$ cat src/rtl/cpu_consts.svh
// Shared width, size and pin-position constants for the accumulator CPU, included by RTL and testbench
`ifndef CPU_CONSTS_SVH
`define CPU_CONSTS_SVH

// Word and address sizes, fixed by the one-byte instruction format
`define CPU_DATA_W     8    // Data word width
`define CPU_ADDR_W     4    // Operand nibble addresses the RAM
`define CPU_RAM_WORDS  16   // Code and data share this RAM

// Every instruction runs the full sequence
`define CPU_TSTATES    6

// Status bits on uio_out
`define CPU_UIO_HALT   0    // Halt latch
`define CPU_UIO_CF     1    // Carry flag, high means no borrow on SUB
`define CPU_UIO_ZF     2    // Zero flag
`define CPU_UIO_STB    3    // One-cycle strobe after OUT

// Control bits on uio_in
`define CPU_UIO_PROG   7    // Programming mode, core held at PC 0
`define CPU_UIO_WE     6    // Loader write enable

// Only the low nibble of uio is driven
`define CPU_UIO_OE     8'h0F

`endif
$ cat src/rtl/cpu_pkg.sv
// Data, address, opcode and T-state types shared by every CPU stage and the testbench
`include "cpu_consts.svh"

package cpu_pkg;

    typedef logic [`CPU_DATA_W-1:0] data_t;  // One memory word or register
    typedef logic [`CPU_ADDR_W-1:0] addr_t;  // RAM address and PC

    // High nibble of each instruction byte
    typedef enum logic [3:0] {
        OP_LDA = 4'h0,  // A takes RAM
        OP_ADD = 4'h1,  // A takes A+RAM
        OP_SUB = 4'h2,  // A takes A-RAM
        OP_STA = 4'h3,  // RAM takes A
        OP_LDI = 4'h4,  // A takes operand
        OP_JMP = 4'h5,
        OP_JC  = 4'h6,  // Jump on carry
        OP_JZ  = 4'h7,  // Jump on zero
        OP_OUT = 4'hE,  // Output register takes A
        OP_HLT = 4'hF
    } opcode_e;

    // Sequencer states, six per instruction
    typedef enum logic [2:0] {
        T0,  // Address fetch
        T1,  // Instruction fetch, PC increment
        T2,  // Operand or jump
        T3,  // Memory access
        T4,  // ALU writeback
        T5   // Idle
    } tstate_e;

endpackage

$ cat src/rtl/cpu_top.sv
// Top level of the accumulator CPU, wires the memory, decode, execute and result stages to the pins
`timescale 1ns/1ps
`include "cpu_consts.svh"

module cpu_top import cpu_pkg::*; (
    input  logic       clk,
    input  logic       arst_n,
    input  data_t      ui_in,    // Loader data
    input  logic [7:0] uio_in,   // Prog and write enable
    output data_t      uo_out,   // OUT value
    output logic [7:0] uio_out,  // Status bits
    output logic [7:0] uio_oe
);

    logic  prog;
    logic  we;
    data_t bus;           // Driven by the decoder mux only
    data_t ram_data;
    data_t acc;
    data_t alu_result;
    logic  mar_load;
    logic  ram_write;
    logic  a_load;
    logic  b_load;
    logic  alu_sub;
    logic  flags_load;
    logic  out_load;
    logic  halt_set;
    logic  carry;
    logic  zero;
    logic  out_strobe;
    logic  halted;

    assign prog = uio_in[`CPU_UIO_PROG];
    assign we   = uio_in[`CPU_UIO_WE];

    // Memory stage
    program_ram i_ram (
        .clk       (clk),
        .arst_n    (arst_n),
        .prog      (prog),
        .we        (we),
        .load_data (ui_in),
        .mar_load  (mar_load),
        .ram_write (ram_write),
        .bus       (bus),
        .ram_data  (ram_data)
    );

    // Decode stage, owns the bus
    control_decoder i_dec (
        .clk(clk), .arst_n(arst_n), .prog(prog),
        .ram_data(ram_data), .acc(acc), .alu_result(alu_result),
        .carry(carry), .zero(zero), .halted(halted),
        .bus(bus), .mar_load(mar_load), .ram_write(ram_write),
        .a_load(a_load), .b_load(b_load), .alu_sub(alu_sub),
        .flags_load(flags_load), .out_load(out_load), .halt_set(halt_set)
    );

    // Execute stage
    alu_execute i_alu (
        .clk(clk), .arst_n(arst_n), .bus(bus),
        .a_load(a_load), .b_load(b_load), .alu_sub(alu_sub), .flags_load(flags_load),
        .acc(acc), .alu_result(alu_result), .carry(carry), .zero(zero)
    );

    // Result stage
    output_result i_out (
        .clk(clk), .arst_n(arst_n), .prog(prog), .bus(bus),
        .out_load(out_load), .halt_set(halt_set),
        .out_value(uo_out), .out_strobe(out_strobe), .halted(halted)
    );

    // Status pins, upper nibble unused
    always_comb begin
        uio_out                = '0;
        uio_out[`CPU_UIO_HALT] = halted;
        uio_out[`CPU_UIO_CF]   = carry;
        uio_out[`CPU_UIO_ZF]   = zero;
        uio_out[`CPU_UIO_STB]  = out_strobe;
    end

    assign uio_oe = `CPU_UIO_OE;  // Low nibble out, high nibble in

endmodule

$ cat src/rtl/output_result.sv
// Result stage with the output register, its one-cycle strobe and the halt latch
`timescale 1ns/1ps

module output_result import cpu_pkg::*; (
    input  logic  clk,
    input  logic  arst_n,
    input  logic  prog,        // Clears the halt latch
    input  data_t bus,
    input  logic  out_load,    // OUT in T2
    input  logic  halt_set,    // HLT in T2
    output data_t out_value,   // Drives uo_out
    output logic  out_strobe,  // High the cycle after a load
    output logic  halted
);

    // Output register and strobe
    always_ff @(posedge clk or negedge arst_n) begin
        if (!arst_n) begin
            out_value  <= '0;
            out_strobe <= 1'b0;
        end else begin
            out_strobe <= out_load;   // Lines up with the new value
            if (out_load)
                out_value <= bus;
        end
    end

    // Halt latch, prog wins over a late HLT
    always_ff @(posedge clk or negedge arst_n) begin
        if (!arst_n)
            halted <= 1'b0;
        else if (prog)
            halted <= 1'b0;
        else if (halt_set)
            halted <= 1'b1;
    end

endmodule

$ cat src/rtl/alu_execute.sv
// Execute stage with accumulator, B register, add/subtract unit and the carry and zero flags
`timescale 1ns/1ps
`include "cpu_consts.svh"

module alu_execute import cpu_pkg::*; (
    input  logic  clk,
    input  logic  arst_n,
    input  data_t bus,
    input  logic  a_load,      // A samples bus
    input  logic  b_load,      // B samples bus
    input  logic  alu_sub,     // A+~B+1 when high
    input  logic  flags_load,  // Register carry and zero
    output data_t acc,
    output data_t alu_result,
    output logic  carry,
    output logic  zero
);

    data_t                b_reg;
    data_t                b_operand;   // B or its complement
    logic [`CPU_DATA_W:0] sum;         // Extra bit is carry out

    // Two's complement subtract through the same adder
    assign b_operand = alu_sub ? ~b_reg : b_reg;

    assign sum = {1'b0, acc}
               + {1'b0, b_operand}
               + {{`CPU_DATA_W{1'b0}}, alu_sub};  // Carry in for SUB

    assign alu_result = sum[`CPU_DATA_W-1:0];

    // Accumulator
    always_ff @(posedge clk or negedge arst_n) begin
        if (!arst_n)
            acc <= '0;
        else if (a_load)
            acc <= bus;
    end

    // B register feeds only the adder
    always_ff @(posedge clk or negedge arst_n) begin
        if (!arst_n)
            b_reg <= '0;
        else if (b_load)
            b_reg <= bus;
    end

    // Flags change only on ADD and SUB writeback
    always_ff @(posedge clk or negedge arst_n) begin
        if (!arst_n) begin
            carry <= 1'b0;
            zero  <= 1'b0;
        end else if (flags_load) begin
            carry <= sum[`CPU_DATA_W];        // On SUB high means no borrow
            zero  <= (alu_result == '0);
        end
    end

    // Decoder loads A with the same result, so zero tracks A afterwards
    a_zero_matches_acc: assert property (
        @(posedge clk) disable iff (!arst_n)
        flags_load |=> (zero == (acc == '0))
    );

endmodule

$ cat src/rtl/control_decoder.sv
// Decode stage with PC, IR, T-state sequencer, control word and the internal bus multiplexer
`timescale 1ns/1ps
`include "cpu_consts.svh"

module control_decoder import cpu_pkg::*; (
    input  logic  clk,
    input  logic  arst_n,
    input  logic  prog,        // Hold PC at 0 and sequencer at T0
    input  data_t ram_data,
    input  data_t acc,
    input  data_t alu_result,
    input  logic  carry,       // For JC
    input  logic  zero,        // For JZ
    input  logic  halted,      // Freeze sequencer
    output data_t bus,         // Muxed internal bus
    output logic  mar_load,
    output logic  ram_write,
    output logic  a_load,
    output logic  b_load,
    output logic  alu_sub,     // Subtract select for the ALU
    output logic  flags_load,
    output logic  out_load,
    output logic  halt_set
);

    addr_t   pc;
    data_t   ir;
    tstate_e tstate;
    opcode_e opcode;
    addr_t   operand;
    logic    pc_inc;     // T1 increment
    logic    pc_load;    // Taken jump
    logic    ir_load;

    assign opcode  = opcode_e'(ir[7:4]);  // Unused codes fall to no-op
    assign operand = ir[`CPU_ADDR_W-1:0];

    // Control word and bus source
    always_comb begin
        bus        = '0;
        mar_load   = 1'b0;
        ram_write  = 1'b0;
        a_load     = 1'b0;
        b_load     = 1'b0;
        alu_sub    = 1'b0;
        flags_load = 1'b0;
        out_load   = 1'b0;
        halt_set   = 1'b0;
        pc_inc     = 1'b0;
        pc_load    = 1'b0;
        ir_load    = 1'b0;
        if (!prog && !halted) begin  // Nothing loads in prog or halt
            unique case (tstate)
                T0: begin
                    bus      = data_t'(pc);  // Zero-extended
                    mar_load = 1'b1;
                end
                T1: begin
                    bus     = ram_data;      // Fetch
                    ir_load = 1'b1;
                    pc_inc  = 1'b1;
                end
                T2: begin
                    bus = data_t'(operand);  // Default source in T2
                    case (opcode)
                        OP_LDA, OP_ADD, OP_SUB, OP_STA: mar_load = 1'b1;
                        OP_LDI: a_load  = 1'b1;
                        OP_JMP: pc_load = 1'b1;
                        OP_JC:  pc_load = carry;
                        OP_JZ:  pc_load = zero;
                        OP_OUT: begin
                            bus      = acc;
                            out_load = 1'b1;
                        end
                        OP_HLT: halt_set = 1'b1;
                        default: ;                  // No-op
                    endcase
                end
                T3: begin
                    case (opcode)
                        OP_LDA: begin
                            bus    = ram_data;
                            a_load = 1'b1;
                        end
                        OP_ADD, OP_SUB: begin
                            bus    = ram_data;      // Second operand into B
                            b_load = 1'b1;
                        end
                        OP_STA: begin
                            bus       = acc;
                            ram_write = 1'b1;
                        end
                        default: ;
                    endcase
                end
                T4: begin
                    if (opcode == OP_ADD || opcode == OP_SUB) begin
                        bus        = alu_result;
                        a_load     = 1'b1;
                        flags_load = 1'b1;
                        alu_sub    = (opcode == OP_SUB);
                    end
                end
                default: ;                          // T5 idle
            endcase
        end
    end

    // Sequencer, PC and IR
    always_ff @(posedge clk or negedge arst_n) begin
        if (!arst_n) begin
            tstate <= T0;
            pc     <= '0;
            ir     <= '0;
        end else if (prog) begin
            tstate <= T0;   // Restart from address 0 when prog falls
            pc     <= '0;
        end else if (halted) begin
            tstate <= T0;
        end else begin
            if (tstate == tstate_e'(`CPU_TSTATES - 1))
                tstate <= T0;
            else
                tstate <= tstate_e'(tstate + 3'd1);
            if (pc_load)
                pc <= bus[`CPU_ADDR_W-1:0];   // Jump target from bus
            else if (pc_inc)
                pc <= pc + 1'b1;              // Modulo 16
            if (ir_load)
                ir <= bus;
        end
    end

    // At most one register takes the bus
    a_single_bus_sink: assert property (
        @(posedge clk) disable iff (!arst_n)
        $onehot0({a_load, b_load, mar_load, ram_write, out_load})
    );

    // Core stays parked in T0 and only prog releases the halt latch
    a_hold_in_t0: assert property (
        @(posedge clk) disable iff (!arst_n)
        (prog || halted) |=> (tstate == T0) && (halted == $past(!prog))
    );

endmodule

$ cat src/rtl/program_ram.sv
// Memory stage holding MAR, the 16-byte RAM and the pin-driven program loader
`timescale 1ns/1ps
`include "cpu_consts.svh"

module program_ram import cpu_pkg::*; (
    input  logic  clk,
    input  logic  arst_n,
    input  logic  prog,       // Loader owns the write port while high
    input  logic  we,         // Loader write enable
    input  data_t load_data,  // Byte from the pins
    input  logic  mar_load,   // MAR samples bus
    input  logic  ram_write,  // STA writes bus at MAR
    input  data_t bus,
    output data_t ram_data    // Asynchronous read at MAR
);

    addr_t mar;
    addr_t load_ptr;                    // Next loader address
    data_t mem [`CPU_RAM_WORDS];        // Code and data, kept across reset

    // MAR and loader pointer
    always_ff @(posedge clk or negedge arst_n) begin
        if (!arst_n) begin
            mar      <= '0;
            load_ptr <= '0;
        end else begin
            if (mar_load)
                mar <= bus[`CPU_ADDR_W-1:0];  // Address nibble only
            // Pointer sits at 0 outside prog so each entry starts at address 0
            if (!prog)
                load_ptr <= '0;
            else if (we)
                load_ptr <= load_ptr + 1'b1;  // Wraps after the last word
        end
    end

    // Single write port, loader first
    always_ff @(posedge clk) begin
        if (prog && we)
            mem[load_ptr] <= load_data;
        else if (ram_write)
            mem[mar] <= bus;
    end

    assign ram_data = mem[mar];

    // Decoder must keep STA away from the loader
    a_no_store_in_prog: assert property (
        @(posedge clk) disable iff (!arst_n)
        !(prog && ram_write)
    );

endmodule

$ cat config.mk
export PLATFORM = sky130hd
export DESIGN_NAME = cpu_top
export DESIGN_NICKNAME = d
export VERILOG_FILES = /design/src/rtl/cpu_pkg.sv /design/src/rtl/cpu_top.sv /design/src/rtl/output_result.sv /design/src/rtl/alu_execute.sv /design/src/rtl/control_decoder.sv /design/src/rtl/program_ram.sv
export VERILOG_INCLUDE_DIRS = /design/src /design/src/rtl
export SDC_FILE = /design/constraint.sdc
export NUM_CORES = 1
export LEC_CHECK = 0
export BUFFER_PORTS_ARGS = -buffer_cell sky130_fd_sc_hd__buf_4
export CAP_MARGIN = 0
export CORE_MARGIN = 2
export CORE_UTILIZATION = 30
export DETAILED_ROUTE_END_ITERATION = 8
export PLACE_DENSITY = 0.42
export SETUP_SLACK_MARGIN = 0.15
export SLEW_MARGIN = 30
export SYNTH_ARGS = -nofsm -noshare
export SYNTH_HDL_FRONTEND = slang
export SYNTH_SLANG_ARGS = --single-unit
$ cat constraint.sdc
create_clock -name clk -period 5.7 [get_ports clk]
set_input_delay 0.285 -clock clk [delete_from_list [all_inputs] [get_ports clk]]
set_output_delay 0.285 -clock clk [all_outputs]
set_load 0.005 [all_outputs]
==> results.sh <==
export IMPL_outcome="complete, no violations"
export IMPL_port_buffer_count=23
export IMPL_cap_viol_max_count=0
export IMPL_boundaryPins=42
export IMPL_firstDrtPassIters=5
export IMPL_timing_critical_path_arrival_ps=4780
export IMPL_largest_register="i_ram.mem"
export IMPL_place_detailed_hpwl_um=13860
export IMPL_cts_tree="built"
export IMPL_h_tree_depth=4
export IMPL_path_max_fanout=16
export IMPL_clock_skew_ps=12.42
export IMPL_die_width_um=168.2
export IMPL_min_period_over_period=0.8123
export IMPL_tightestPinTransition_ps=948.7
export IMPL_report_final_slew_viol_count=0
export IMPL_switching_share=0.3302
export IMPL_cp_cell_sequence="nor3b_1 > nand3_1 > xnor2_1 > fa_1 > a211o_1 > a211o_1 > a221oi_1 > buf_4 > a222oi_1 > nor2_1 > a22o_1"
export IMPL_worstSetupStartpoint="i_dec.tstate[2]"
export IMPL_fillCellCount=2622
export IMPL_power_density_mw_per_mm2=392.6
export IMPL_flip_flop_count_of_the_largest_register_all_copies_and_words_added=128
export IMPL_via_count_of_the_first_global_routing_pass=4827
export IMPL_post_cts_buffers=0
export IMPL_fp_row_count=60
export IMPL_postSynthCellCount=562
export IMPL_critical_path_s_slowest_cell="a22o_1"
export IMPL_synth_area_per_cell_um2=14.39
export IMPL_clk_transition_reported_paths_ps=80
export IMPL_start_util=0.3027
export IMPL_power_static_leakage_uw=0.003292
export IMPL_synth_seq_area_share=0.6329
export IMPL_drc=0
export IMPL_setup_worst_path_start_class="flip-flop"
export IMPL_antenna_diode_count=0
export IMPL_cp_common_cell="a211o_1"
export IMPL_design_die_area_mm2=0.02829
export IMPL_classification_of_the_worst_slack_hold_path="input pin to flip-flop"
export IMPL_fp_dieH_um=168.2
export IMPL_ctsRootBufferMaster="clkbuf_16"
export IMPL_final_setup_tns_ps=0
export IMPL_detail_route_wirelength_um=20460
export IMPL_worstReg2RegStart="i_dec.tstate[2]"
export IMPL_grt_antenna_before_repair=0
export IMPL_avgViaCountPerCell=5.164
export IMPL_area_growth_pct=14.23
export IMPL_drt_iter0_drc=409
export IMPL_max_freq_mhz=216.0
export IMPL_switching_power_uw=1198
export IMPL_drive_gt1_frac=0.1926
export IMPL_detail_route_wl_per_cell_um=21.82
export IMPL_final_critical_path_setup_slack_ps=1070
export IMPL_globalRouteOverflowTotal=0
export IMPL_yosys_synthesis_warning_count=0
export IMPL_drtAntennaViolNets=0
export IMPL_critical_path_max_stage_delay_ps=560
export IMPL_gp_routability_congestion=0.8228
export IMPL_grt_pass1_wl_um=31150
export IMPL_clock_power_share=0.335
export IMPL_async_reset_ff_frac=0.2849
export IMPL_setup_violations=0
export IMPL_maxSlewHeadroom=0.3676
export IMPL_internal_power_summed_over_all_cells_uw=2430
export IMPL_worst_ep_required_time_ps=5850
export IMPL_path_buf_inv=1
export IMPL_clk_latency_ps=440
export IMPL_hp_start="uio_in[7]"
export IMPL_finalNetCount=614
export IMPL_cp_top_family="compound AO/OA/AOI/OAI gates"
export IMPL_ys_flop_type="edfxtp_1"
export IMPL_placeableCoreArea_mm2=0.02673
export IMPL_seq_power_share=0.449
export IMPL_synth_area_mm2=0.008089
export IMPL_p_comb_frac=0.216
export IMPL_grtUsageTotal=0.1516
export IMPL_yosys_cell_types_count=64
export IMPL_placement_setup_worst_slack_ps=1037
export IMPL_synth_enable_flop_cells=128
export IMPL_cp_end_kind="flip-flop"
export IMPL_vias=4844
export IMPL_layout_min_cycle_time_ps=4630
export IMPL_report_final_hold_viol_count=0
export IMPL_maximum_number_of_pins_on_one_net_before_global_route_repair=52
export IMPL_ir_worst_vdd_uv=213.2
export IMPL_synth_seq_cells=179
export IMPL_grt_setup_unrepaired="no"
export IMPL_cts_root_to_sink_buffers=2
export IMPL_cts_made_buffers=17
export IMPL_tritoncts_num_sinks=179
export IMPL_most_frequent_standard_cell_in_the_layout_excluding_fill_and_tap_cells="edfxtp_1"
export IMPL_layout_cells_most_common_list="edfxtp_1, dfrtp_1, nand2_1"
export IMPL_worstSetupPathType="flip-flop to flip-flop"
-- repair_timing --
item / in CTS / in global routing
gates resized for setup: 0 / 0
hold endpoints to repair: 51 / 0
hold buffers: 1 / 0
setup endpoints to repair: 0 / 0
-- worst register-to-register path, stage by stage, from the launching register on --
cell,delay (ps)
dfrtp_1,540
nor3b_1,470
nand3_1,500
xnor2_1,320
fa_1,490
a211o_1,330
a211o_1,280
a221oi_1,280
buf_4,180
a222oi_1,160
nor2_1,230
a22o_1,560
-- power by group through the flow --
stage	registers (µW)	logic, µW	clock network [µW]
global route	1650	852	1310
CTS	1630	794	1250
floorplan	1550	611	0
global placement	1660	783	0
detailed placement	1660	789	0
finish	1630	783	1220
-- per-stage QoR --
stage | total power [µW] | utilization | area [µm²] | cells | hold slack, ps
after floorplan | 2160 | - | 8127 | 572 | -10.59
after global placement | 2440 | 0.3211 | 8582 | 904 | 356.7
after detailed placement | 2449 | 0.3217 | 8598 | 905 | 369.4
after CTS | 3672 | 0.3454 | 9231 | 938 | 83.79
after global routing | 3808 | 0.3457 | 9240 | 938 | 93.84
final | 3628 | 0.3457 | 9240 | 938 | 100.6
-- cell type report --
cell class | count | area, µm² | area share
Tap cell | 341 | 426.7 | 0.04617
Timing Repair Buffer | 34 | 255.2 | 0.02762
Clock buffer | 17 | 425.4 | 0.04604
Multi-Input combinational cell | 348 | 2796 | 0.3026
Inverter | 4 | 15.01 | 0.001625
Sequential cell | 179 | 5124 | 0.5545
Clock inverter | 15 | 197.7 | 0.02139
-- routing by layer --
layer | global-route usage | up-vias | share of wire
met1 | 0.2089 | 2494 | 0.47
met5 | 0 | - | 0
li1 | - | 2211 | -
met4 | 0.04273 | 0 | 0.021
met3 | 0.03785 | 21 | 0.037
met2 | 0.2385 | 118 | 0.47
-- cells in the mapped netlist (10+ instances only) --
| library cell | instances | share of area |
|---|---|---|
| edfxtp_1 | 128 | 0.48 |
| a21oi_1 | 25 | 0.015 |
| clkbuf_1 | 16 | 0.0074 |
| mux4_2 | 32 | 0.089 |
| o21ai_0 | 17 | 0.011 |
| nor3_1 | 10 | 0.0062 |
| ha_1 | 11 | 0.017 |
| dfrtp_1 | 51 | 0.16 |
| nor2_1 | 46 | 0.021 |
| nand2_1 | 49 | 0.023 |
| xnor2_1 | 10 | 0.011 |
| buf_4 | 17 | 0.016 |
| o31ai_1 | 13 | 0.012 |
-- final timing paths --
| kind | endpoint | slack (ps) | cells past startpoint |
|---|---|---|---|
| worst max-delay path | i_ram.mem[0][6] | 1070 | 11 |
| worst min-delay path | i_out.halted | 100 | 2 |
| worst max register to register | i_ram.mem[0][6] | 1070 | 11 |
| worst min register to register | i_dec.ir[2] | 500 | 2 |
| max in group asynchronous | i_ram.mar[0] | 4750 | 2 |
| min in group asynchronous | i_dec.tstate[0] | 410 | 2 |
-- kinds of logic (layout without fill, tap and decap cells) --
| group | after synthesis | after routing | synth area share |
|---|---|---|---|
| mux | 46 | 46 | 0.1155 |
| simple gates | 152 | 152 | 0.08801 |
| other cells | 2 | 12 | 0.0009284 |
| flops | 179 | 179 | 0.6329 |
| buf+inv | 45 | 70 | 0.03063 |
| xor+xnor | 16 | 16 | 0.01732 |
| compound gates | 110 | 110 | 0.09513 |
| fa+ha+maj | 12 | 12 | 0.01949 |
No activity file was read; power rests on OpenSTA's default activity.
